[src/rtl/fma_pkg.sv]
// ----------------------------------------------------------------------
// Shared widths and types for the binary16 FMA array
// Only num_lanes is meant to change. Results truncate, no rounding
// ----------------------------------------------------------------------

`default_nettype none

package fma_pkg;

    // ------------------------------------------------------------------
    // Array shape and timing
    // ------------------------------------------------------------------
    localparam int num_lanes    = 4;
    localparam int lane_latency = 3;                   // Stages inside one lane
    localparam int fma_latency  = lane_latency + 2;    // Plus classifier and drain

    // ------------------------------------------------------------------
    // Binary16 format
    // ------------------------------------------------------------------
    localparam int exp_w    = 5;
    localparam int frac_w   = 10;
    localparam int sig_w    = frac_w + 1;              // Hidden bit included
    localparam int exp_bias = 15;

    localparam logic [15:0] canonical_nan = 16'h7C01;

    typedef logic [15:0]       fp16_t;
    typedef logic [exp_w-1:0]  fp16_exp_t;
    typedef logic [sig_w-1:0]  fp16_sig_t;

    // One unpacked operand
    typedef struct packed {
        logic      sign;
        fp16_exp_t exp;
        fp16_sig_t sig;      // Hidden bit set for normal numbers
        logic      is_nan;
        logic      is_inf;
        logic      is_zero;
    } fp16_class_t;

    // Operand set of one lane
    typedef struct packed {
        fp16_class_t a;
        fp16_class_t b;
        fp16_class_t c;
    } fma_operands_t;

    // Classification of one packed result
    typedef struct packed {
        logic is_nan;
        logic is_inf;
        logic is_zero;
        logic is_subnormal;
    } lane_status_t;

endpackage

`default_nettype wire

[src/rtl/fma_operand_classify.sv]
// ----------------------------------------------------------------------
// Unpacks a, b and c of every lane into fields and special flags
// One register stage. ops holds its value while in_valid is low
// ----------------------------------------------------------------------

`timescale 1ns/1ps
`default_nettype none

module fma_operand_classify
    import fma_pkg::*;
(
    input  logic                           clk,
    input  logic                           rst_n,
    input  logic                           in_valid,
    input  fp16_t         [num_lanes-1:0]  a,
    input  fp16_t         [num_lanes-1:0]  b,
    input  fp16_t         [num_lanes-1:0]  c,
    output fma_operands_t [num_lanes-1:0]  ops,
    output logic                           ops_valid
);

    // Split one word and flag NaN, infinity and zero
    function automatic fp16_class_t split_word(input fp16_t w);
        fp16_class_t       r;
        logic [frac_w-1:0] frac;
        logic              exp_ones;
        logic              exp_zero;
        frac      = w[frac_w-1:0];
        r.sign    = w[15];
        r.exp     = w[frac_w +: exp_w];
        exp_ones  = (r.exp == '1);
        exp_zero  = (r.exp == '0);
        r.sig     = {!exp_zero, frac};           // Hidden bit only when exp is nonzero
        r.is_nan  = exp_ones && (frac != '0);
        r.is_inf  = exp_ones && (frac == '0);
        r.is_zero = exp_zero && (frac == '0);
        return r;
    endfunction

    // ------------------------------------------------------------------
    // Operand register
    // ------------------------------------------------------------------
    always_ff @(posedge clk) begin
        if (in_valid) begin
            for (int i = 0; i < num_lanes; i++) begin
                ops[i].a <= split_word(a[i]);
                ops[i].b <= split_word(b[i]);
                ops[i].c <= split_word(c[i]);
            end
        end
    end

    // Valid follows the strobe by one cycle
    always_ff @(posedge clk) begin
        if (!rst_n) begin
            ops_valid <= 1'b0;
        end else begin
            ops_valid <= in_valid;
        end
    end

endmodule

`default_nettype wire

[src/rtl/fp16_fma_lane.sv]
// ----------------------------------------------------------------------
// One binary16 fused multiply-add lane, three register stages
// Truncates, no rounding. Subnormals use exponent 1 without hidden bit
// Datapath registers have no reset and the lane carries no valid bit
// ----------------------------------------------------------------------

`timescale 1ns/1ps
`default_nettype none

module fp16_fma_lane
    import fma_pkg::*;
(
    input  logic          clk,
    input  fma_operands_t ops,
    output fp16_t         lane_result
);

    // ------------------------------------------------------------------
    // Stage 1: significand product and special cases
    // ------------------------------------------------------------------
    logic [2*sig_w-1:0] prod;
    fp16_exp_t          eff_a;
    fp16_exp_t          eff_b;
    logic signed [6:0]  prod_exp;
    logic               prod_nan;
    logic               prod_inf;
    logic               prod_zero;
    logic               prod_sign;
    logic               special;
    fp16_t              special_word;

    logic               s1_special;
    fp16_t              s1_special_word;
    logic               s1_ps;
    logic signed [6:0]  s1_pe;           // Biased product exponent, may go negative
    logic [2*sig_w-1:0] s1_pm;           // 1.xxx with point below the MSB
    logic               s1_cs;
    fp16_exp_t          s1_ce;
    fp16_sig_t          s1_cm;

    always_comb begin
        prod      = ops.a.sig * ops.b.sig;
        eff_a     = (ops.a.exp == '0) ? fp16_exp_t'(1) : ops.a.exp;
        eff_b     = (ops.b.exp == '0) ? fp16_exp_t'(1) : ops.b.exp;
        prod_exp  = $signed({2'b00, eff_a}) + $signed({2'b00, eff_b}) - 7'(exp_bias);
        prod_sign = ops.a.sign ^ ops.b.sign;
        prod_nan  = ops.a.is_nan || ops.b.is_nan ||
                    (ops.a.is_inf && ops.b.is_zero) || (ops.a.is_zero && ops.b.is_inf);
        prod_inf  = ops.a.is_inf || ops.b.is_inf;
        prod_zero = ops.a.is_zero || ops.b.is_zero;

        special      = 1'b1;
        special_word = canonical_nan;
        if (prod_nan || ops.c.is_nan) begin
            special_word = canonical_nan;
        end else if (prod_inf && ops.c.is_inf && (prod_sign != ops.c.sign)) begin
            special_word = canonical_nan;                         // Inf minus inf
        end else if (prod_inf) begin
            special_word = {prod_sign, 5'h1F, 10'b0};
        end else if (ops.c.is_inf) begin
            special_word = {ops.c.sign, 5'h1F, 10'b0};
        end else if (prod_zero) begin
            special_word = {ops.c.sign, ops.c.exp, ops.c.sig[frac_w-1:0]};  // c as is
        end else begin
            special = 1'b0;
        end
    end

    always_ff @(posedge clk) begin
        s1_special      <= special;
        s1_special_word <= special_word;
        s1_ps           <= prod_sign;
        s1_pe           <= prod[2*sig_w-1] ? prod_exp + 7'sd1 : prod_exp;
        s1_pm           <= prod[2*sig_w-1] ? prod : prod << 1;
        s1_cs           <= ops.c.sign;
        s1_ce           <= (ops.c.exp == '0) ? fp16_exp_t'(1) : ops.c.exp;
        s1_cm           <= ops.c.sig;
    end

    // ------------------------------------------------------------------
    // Stage 2: align on a 48-bit bus and add
    // ------------------------------------------------------------------
    // Leading bit of both addends sits at bit 46, bit 47 takes the carry
    logic signed [6:0] ce_s;
    logic [6:0]        shamt;
    logic [47:0]       ab_al;
    logic [47:0]       c_al;
    logic signed [6:0] e_big;
    logic [47:0]       sum;
    logic              sum_sign;

    logic              s2_special;
    fp16_t             s2_special_word;
    logic              s2_sign;
    logic signed [6:0] s2_exp;
    logic [47:0]       s2_sum;

    always_comb begin
        ce_s = $signed({2'b00, s1_ce});
        if (s1_pe >= ce_s) begin
            e_big = s1_pe;
            shamt = s1_pe - ce_s;
            ab_al = {1'b0, s1_pm, 25'b0};
            c_al  = {1'b0, s1_cm, 36'b0} >> shamt;
        end else begin
            e_big = ce_s;
            shamt = ce_s - s1_pe;
            ab_al = {1'b0, s1_pm, 25'b0} >> shamt;
            c_al  = {1'b0, s1_cm, 36'b0};
        end

        if (s1_ps == s1_cs) begin
            sum      = ab_al + c_al;
            sum_sign = s1_ps;
        end else if (ab_al >= c_al) begin          // Ties keep the product sign
            sum      = ab_al - c_al;
            sum_sign = s1_ps;
        end else begin
            sum      = c_al - ab_al;
            sum_sign = s1_cs;
        end
    end

    always_ff @(posedge clk) begin
        s2_special      <= s1_special;
        s2_special_word <= s1_special_word;
        s2_sign         <= sum_sign;
        s2_exp          <= e_big;
        s2_sum          <= sum;
    end

    // ------------------------------------------------------------------
    // Stage 3: normalize and pack
    // ------------------------------------------------------------------
    logic [5:0]        lead;
    logic [47:0]       norm;
    logic signed [8:0] e_n;
    logic [8:0]        sub_sh;
    fp16_sig_t         sub_m;
    fp16_t             packed_word;

    always_comb begin
        lead = '0;
        for (int i = 0; i < 48; i++) begin
            if (s2_sum[i]) lead = 6'(i);        // Highest set bit wins
        end
        norm   = s2_sum << (6'd47 - lead);      // Leading one to bit 47
        e_n    = s2_exp + $signed({3'b000, lead}) - 9'sd46;
        sub_sh = '0;
        sub_m  = '0;

        if (s2_special) begin
            packed_word = s2_special_word;
        end else if (s2_sum == '0) begin
            packed_word = {s2_sign, 15'b0};
        end else if (e_n >= 9'sd31) begin
            packed_word = {s2_sign, 5'h1F, 10'b0};               // Overflow
        end else if (e_n >= 9'sd1) begin
            packed_word = {s2_sign, e_n[exp_w-1:0], norm[46:37]};
        end else begin
            // Subnormal or signed zero
            sub_sh      = 9'sd1 - e_n;
            sub_m       = norm[47:37] >> sub_sh;
            packed_word = {s2_sign, 5'b0, sub_m[frac_w-1:0]};
        end
    end

    always_ff @(posedge clk) begin
        lane_result <= packed_word;
    end

endmodule

`default_nettype wire

[src/rtl/fma_result_drain.sv]
// ----------------------------------------------------------------------
// Output register for all lanes with a per-lane status
// Valid is delayed here by the fixed lane latency
// ----------------------------------------------------------------------

`timescale 1ns/1ps
`default_nettype none

module fma_result_drain
    import fma_pkg::*;
(
    input  logic                          clk,
    input  logic                          rst_n,
    input  logic                          ops_valid,
    input  fp16_t        [num_lanes-1:0]  lane_result,
    output fp16_t        [num_lanes-1:0]  result,
    output lane_status_t [num_lanes-1:0]  status,
    output logic                          out_valid
);

    logic [lane_latency-1:0] valid_dly;    // Tracks the lane pipeline

    // Status from the exponent and fraction fields
    function automatic lane_status_t classify_result(input fp16_t w);
        lane_status_t      s;
        fp16_exp_t         e;
        logic [frac_w-1:0] f;
        e              = w[frac_w +: exp_w];
        f              = w[frac_w-1:0];
        s.is_nan       = (e == '1) && (f != '0);
        s.is_inf       = (e == '1) && (f == '0);
        s.is_zero      = (e == '0) && (f == '0);
        s.is_subnormal = (e == '0) && (f != '0);
        return s;
    endfunction

    always_ff @(posedge clk) begin
        if (!rst_n) begin
            valid_dly <= '0;
            out_valid <= 1'b0;
            result    <= '0;
            status    <= '0;
        end else begin
            valid_dly <= {valid_dly[lane_latency-2:0], ops_valid};
            out_valid <= valid_dly[lane_latency-1];
            if (valid_dly[lane_latency-1]) begin        // Lane outputs are current
                for (int i = 0; i < num_lanes; i++) begin
                    result[i] <= lane_result[i];
                    status[i] <= classify_result(lane_result[i]);
                end
            end
        end
    end

endmodule

`default_nettype wire

[src/rtl/fp16_fma_array.sv]
// ----------------------------------------------------------------------
// Top of the binary16 FMA array: classifier, lanes and drain
// A new operand set may enter on every cycle, no back-pressure
// ----------------------------------------------------------------------

`timescale 1ns/1ps
`default_nettype none

module fp16_fma_array
    import fma_pkg::*;
(
    input  logic                          clk,
    input  logic                          rst_n,
    input  logic                          in_valid,
    input  fp16_t        [num_lanes-1:0]  a,
    input  fp16_t        [num_lanes-1:0]  b,
    input  fp16_t        [num_lanes-1:0]  c,
    output fp16_t        [num_lanes-1:0]  result,
    output lane_status_t [num_lanes-1:0]  status,
    output logic                          out_valid
);

    fma_operands_t [num_lanes-1:0] ops;
    logic                          ops_valid;
    fp16_t         [num_lanes-1:0] lane_result;

    fma_operand_classify u_classify (
        .clk       (clk),
        .rst_n     (rst_n),
        .in_valid  (in_valid),
        .a         (a),
        .b         (b),
        .c         (c),
        .ops       (ops),
        .ops_valid (ops_valid)
    );

    // One lane per operand set
    for (genvar i = 0; i < num_lanes; i++) begin : g_lane
        fp16_fma_lane u_lane (
            .clk         (clk),
            .ops         (ops[i]),
            .lane_result (lane_result[i])
        );
    end

    fma_result_drain u_drain (
        .clk         (clk),
        .rst_n       (rst_n),
        .ops_valid   (ops_valid),
        .lane_result (lane_result),
        .result      (result),
        .status      (status),
        .out_valid   (out_valid)
    );

endmodule

`default_nettype wire

[config.mk]
export PLATFORM = sky130hd
export DESIGN_NAME = fp16_fma_array
export DESIGN_NICKNAME = d
export VERILOG_FILES = /design/src/rtl/fma_pkg.sv /design/src/rtl/fma_operand_classify.sv /design/src/rtl/fp16_fma_lane.sv /design/src/rtl/fma_result_drain.sv /design/src/rtl/fp16_fma_array.sv
export SDC_FILE = /design/constraint.sdc
export NUM_CORES = 2
export LEC_CHECK = 0
export BUFFER_PORTS_ARGS = -buffer_cell sky130_fd_sc_hd__buf_2
export CELL_PAD_IN_SITES_DETAIL_PLACEMENT = 2
export CELL_PAD_IN_SITES_GLOBAL_PLACEMENT = 2
export CORE_MARGIN = 2
export CORE_UTILIZATION = 39
export CTS_CLUSTER_SIZE = 14
export DETAILED_ROUTE_END_ITERATION = 16
export GPL_TIMING_DRIVEN = 0
export PLACE_DENSITY_LB_ADDON = 0.08
export SYNTH_ARGS = -nofsm -noshare
export SYNTH_HDL_FRONTEND = slang
export SYNTH_HIERARCHICAL = 1
export SYNTH_SLANG_ARGS = --single-unit
[constraint.sdc]
create_clock -name clk -period 7.2 [get_ports clk]
set_input_delay 1.44 -clock clk [delete_from_list [all_inputs] [get_ports clk]]
set_output_delay 1.44 -clock clk [all_outputs]
set_load 0.1 [all_outputs]
-- Word level (Yosys, flattened, before mapping)
Cells that the tools add are included.
- bitwise operators: 8
- reductions and logical operators: 176
- multipliers: 4
- shift-type cells: 16
- magnitude comparators: 16
- div/mod/pow operators: 0
- add/subtract/negate cells: 48
- equality and inequality tests: 24
- multiplexer cells: 264
- operator list (operator ; count):
    $mux W48 ; 16
    $mux W6 ; 64
    $shr A47 B7 Y48 ; 8
    $sub A48 B48 Y48 ; 8
    $mux W5 ; 76
    $mux W16 ; 16
    $add A48 B48 Y48 ; 4
    $ge A48 B48 Y1 ; 4
    $logic_not A48 Y1 ; 4
    $shl A48 B6 Y48 ; 4
    $mux W15 ; 12
    $logic_not A10 Y1 ; 16
    $reduce_bool A10 Y1 ; 16
    $logic_not A5 Y1 ; 28
    $mux W4 ; 32
    $mul A11 B11 Y22 ; 4
    $mux W21 ; 4
    $eq A5 B5 Y1 const B ; 16
    $logic_and A1 B1 Y1 ; 64
    $mux W3 ; 16
    $shr A11 B9 Y10 ; 4
    $ge A9 B2 Y1 const B ; 4
    $ge A9 B6 Y1 const B ; 4
    $sub A2 B9 Y9 const A ; 4
    21 further kinds ; 128
- bits in read-only memories: 0
- bits in registers: 933
- memories kept: 0
- RAM bits: 0
- input port bits: 195
- latch bits: 0
- output and inout bits: 81
- word-level logic and storage cells: 719

-- Depth between registers and ports, before layout
- depth after elaboration: 55
- depth in mapped cells: 32
- gate-level depth less buffers: 29

-- By module
The synthesis kept the hierarchy.
- modules (own cells, without submodules) (module ; instances ; seq. area each (um^2) ; cells an instance ; area an instance (um^2)):
    fp16_fma_lane at g_lane[1].u_lane ... ; 2 ; 3062.9 ; 3194 ; 23358.7
    fp16_fma_lane at g_lane[0].u_lane ; 1 ; 3062.9 ; 3437 ; 24772.5
    fp16_fma_lane at g_lane[3].u_lane ; 1 ; 3062.9 ; 3387 ; 24608.6
    fma_operand_classify ; 1 ; 7226.9 ; 386 ; 8179.1
    fma_result_drain ; 1 ; 1681.6 ; 298 ; 3314.4

-- Worst setup path before layout
OpenSTA, ideal clock, no wires.
- kind: flip-flop to flip-flop
- from: register, netlist name u_classify/ops[205]
- to: register g_lane[3].u_lane.s1_pe[1]
- period minus slack after synthesis: 6.267 ns
- data required time: 7.079 ns
- path buffers: 2
- stages on the path, launching flop included: 25
- slack: 0.933 ns
- arrival time: 6.146 ns
- library setup time: 0.121 ns
- path through: edfxtp_1 -> clkbuf_1 -> nand2_1 -> fa_1 -> inv_1 -> fa_1 -> inv_1 -> fa_1 -> inv_1 -> fa_1 -> inv_1 -> fa_1 -> inv_1 -> ha_1 -> a21boi_0 -> o21ai_0 -> a21boi_0 -> o21ai_0 -> a21boi_0 -> o41a_1 -> a41oi_1 -> a21oi_1 -> xnor2_1 -> clkbuf_1 -> mux2_2
- cells in the longest elaborated chain, start to end: 2
- RTL lines (item ; line ; RTL):
    $mul A11 B11 Y22 ; fp16_fma_lane.sv:42 ; prod = ops.a.sig * ops.b.sig;
    $mux W7 ; fp16_fma_lane.sv:73 ; s1_pe <= prod[2*sig_w-1] ? prod_exp + 7'sd1 : prod_exp;
    end signal: assignment ; fp16_fma_lane.sv:73 ;
    end: declaration ; fp16_fma_lane.sv:35 ; logic signed [6:0] s1_pe;
Every way passes these cells.
A chain may end at the register's enable or synchronous reset.

-- Final worst setup path
- from: register, netlist name u_classify/ops[43]
- to: register g_lane[0].u_lane.s1_pm[14]
- cells in the longest elaborated chain, start to end: 2
- RTL lines (item ; line ; RTL):
    $mul A11 B11 Y22 ; fp16_fma_lane.sv:42 ;
    $mux W21 ; fp16_fma_lane.sv:74 ; s1_pm <= prod[2*sig_w-1] ? prod : prod << 1;
    end signal: assignment ; fp16_fma_lane.sv:74 ;
    end: declaration ; fp16_fma_lane.sv:36 ; logic [2*sig_w-1:0] s1_pm;
Every way passes these cells.

==> results.sh <==
export IMPL_worstRegToRegCells=25
export IMPL_finalHoldViolations=0
export IMPL_postPlaceCellArea_mm2=0.113
export IMPL_post_dp_hpwl_um=465000
export IMPL_initial_core_util_pct=39.2
export IMPL_wl_per_cell_um=33.8
export IMPL_regToRegEndpoint="g_lane[0].u_lane/s1_pm[14]"
export IMPL_r2r_slack_ps=-490
export IMPL_period_needed_ps=7690
export IMPL_clock_sinks=933
export IMPL_rsz0062_at_grt="yes"
export IMPL_routabilityCongestion=1.04
export IMPL_end_kind="register"
export IMPL_path_depth=25
export IMPL_cpPeakStageDelay_ps=630
export IMPL_grt_use_total_pct=41.0
export IMPL_multi_input_area_mm2=0.0819
export IMPL_path_clk_slew_ps=80
export IMPL_final_common_cell="nand2_1"
export IMPL_violations="max-capacitance violations, negative setup slack"
export IMPL_slowest_stage="fa_1"
export IMPL_die_area_mm2=0.280
export IMPL_crit_top_cell="fa_1"
export IMPL_final_cell_area_mm2=0.121
export IMPL_worst_pin_slew_ps=1480
export IMPL_clk_latency_ps=900
export IMPL_critical_path_class="reg2reg"
export IMPL_wl_um=609000
export IMPL_path_delay_family="adder cells"
export IMPL_synthCells=13900
export IMPL_fill_cells=31100
export IMPL_relSlewSlack_pct=0.257
export IMPL_required_ps=7920
export IMPL_endpoint="g_lane[0].u_lane/s1_pm[14]"
export IMPL_worstPathMaxFanout=10
export IMPL_num_vias=118000
export IMPL_layout_common_cells="nand2_1, nor2_1, inv_1"
export IMPL_via_per_inst=6.57
export IMPL_hp_class="reg2reg"
export IMPL_post_route_period_util_pct=107
export IMPL_outcome="complete, but fails checks"
export IMPL_fmax_mhz=130
export IMPL_ctsHoldBuffers=0
export IMPL_syn_num_nets=15300
export IMPL_ant_nets=0
export IMPL_finalMaxSlewViolations=0
export IMPL_holdCritStartpoint="g_lane[3].u_lane/s1_special_word[1]"
export IMPL_crit_buf_inv=6
export IMPL_drc_errors=0
export IMPL_nets=15700
export IMPL_rr_startpoint="u_classify/ops[43]"
export IMPL_setup_violations=65
export IMPL_regArea_mm2=0.0210
export IMPL_grt_max_degree=121
export IMPL_worst_slack_ps=-493
export IMPL_critPathLaunchType="register"
export IMPL_die_w_um=529
export IMPL_grt_antenna_before_repair=49
export IMPL_h_tree_depth=3
export IMPL_grt_pass1_vias=127000
export IMPL_startpoint="u_classify/ops[43]"
export IMPL_grt_first_pass_wirelength_um=869000
export IMPL_crit_arrival_ps=8410
export IMPL_core_area_mm2=0.274
export IMPL_avgSynthCellArea_um2=7.74
export IMPL_grt_overflow_total=0
export IMPL_syn2layout_area_growth_pct=13.1
export IMPL_firstDrtPassIters=6
export IMPL_layout_drive_gt1_share_pct=13.4
export IMPL_die_height_um=529
export IMPL_dr_first_iter_drc_count=9675
export IMPL_synth_warnings=6
export IMPL_row_count=192
export IMPL_io_pins=276
export IMPL_final_setup_tns_ps=-13900
export IMPL_port_buffer_count=275
export IMPL_root_buffer="clkbuf_16"
export IMPL_finClkSkew_ps=84.2
export IMPL_cap_violations=2
export IMPL_syn_area_mm2=0.107
export IMPL_cts_tree="done"
export IMPL_cts_buffers=110
export IMPL_clock_path_buffers=4
how the worst min path moves through the flow:
stage	cells past startpoint	slack, ps	endpoint
after floorplan	0	310	g_lane[0].u_lane/s2_special
after global placement	0	310	g_lane[0].u_lane/s2_special_word[15]
after detailed placement	0	310	g_lane[3].u_lane/s2_special_word[0]
after CTS	0	320	g_lane[0].u_lane/s2_special_word[4]
after global routing	0	330	g_lane[3].u_lane/s2_special_word[1]
final	0	330	g_lane[3].u_lane/s2_special_word[1]
per-stage QoR:
step                cells  hold slack, ps  worst slack, ps  util, %
floorplan           13900             310              933        -
global placement    17800             312            -1580     41.4
detailed placement  17800             314            -1710     41.4
CTS                 18000             323            0.378     43.5
global route        18000             330             -519     44.3
finish              18000             327             -493     44.4
final cells by class:
cell class	instances	area share, %
antenna	20	0.0412
tap	3589	3.70
buffer	648	2.68
inverter	1221	3.80
multi-input combinational	11000	67.5
clock inverter	54	0.458
timing repair buffer	394	1.92
clock buffer	148	2.62
sequential	933	17.3
sequential cells by signal, summed over array words and instances (netlist names), 20 cells and up:
signal / count
g_lane.u_lane/s1_pm: 88
g_lane.u_lane/s1_cm: 44
g_lane.u_lane/lane_result: 64
g_lane.u_lane/s2_exp: 28
g_lane.u_lane/s1_pe: 28
g_lane.u_lane/s1_special_word: 64
g_lane.u_lane/s1_ce: 20
g_lane.u_lane/s2_sum: 192
u_drain/result: 64
g_lane.u_lane/s2_special_word: 64
u_classify/ops: 236
routing by layer:
| layer | vias up | global-route usage [%] | share of wire [%] |
|---|---|---|---|
| li1 | 50300 | - | - |
| met1 | 60400 | 48.2 | 38 |
| met2 | 5531 | 69.3 | 47 |
| met3 | 2060 | 6.09 | 6.4 |
| met4 | 36 | 27.2 | 8.2 |
| met5 | - | 0 | 0.039 |
timing repair:
| action | CTS | global route |
|---|---|---|
| pin swaps | 27 | 47 |
| cloned | 1 | 0 |
| endpoints found under the setup margin | 355 | 341 |
| setup buffers | 32 | 78 |
| gates resized for setup | 455 | 542 |
Power is left out: the tool's default activity adds up to more than one toggle a clock period on the data nets, which glitch-free logic cannot reach.
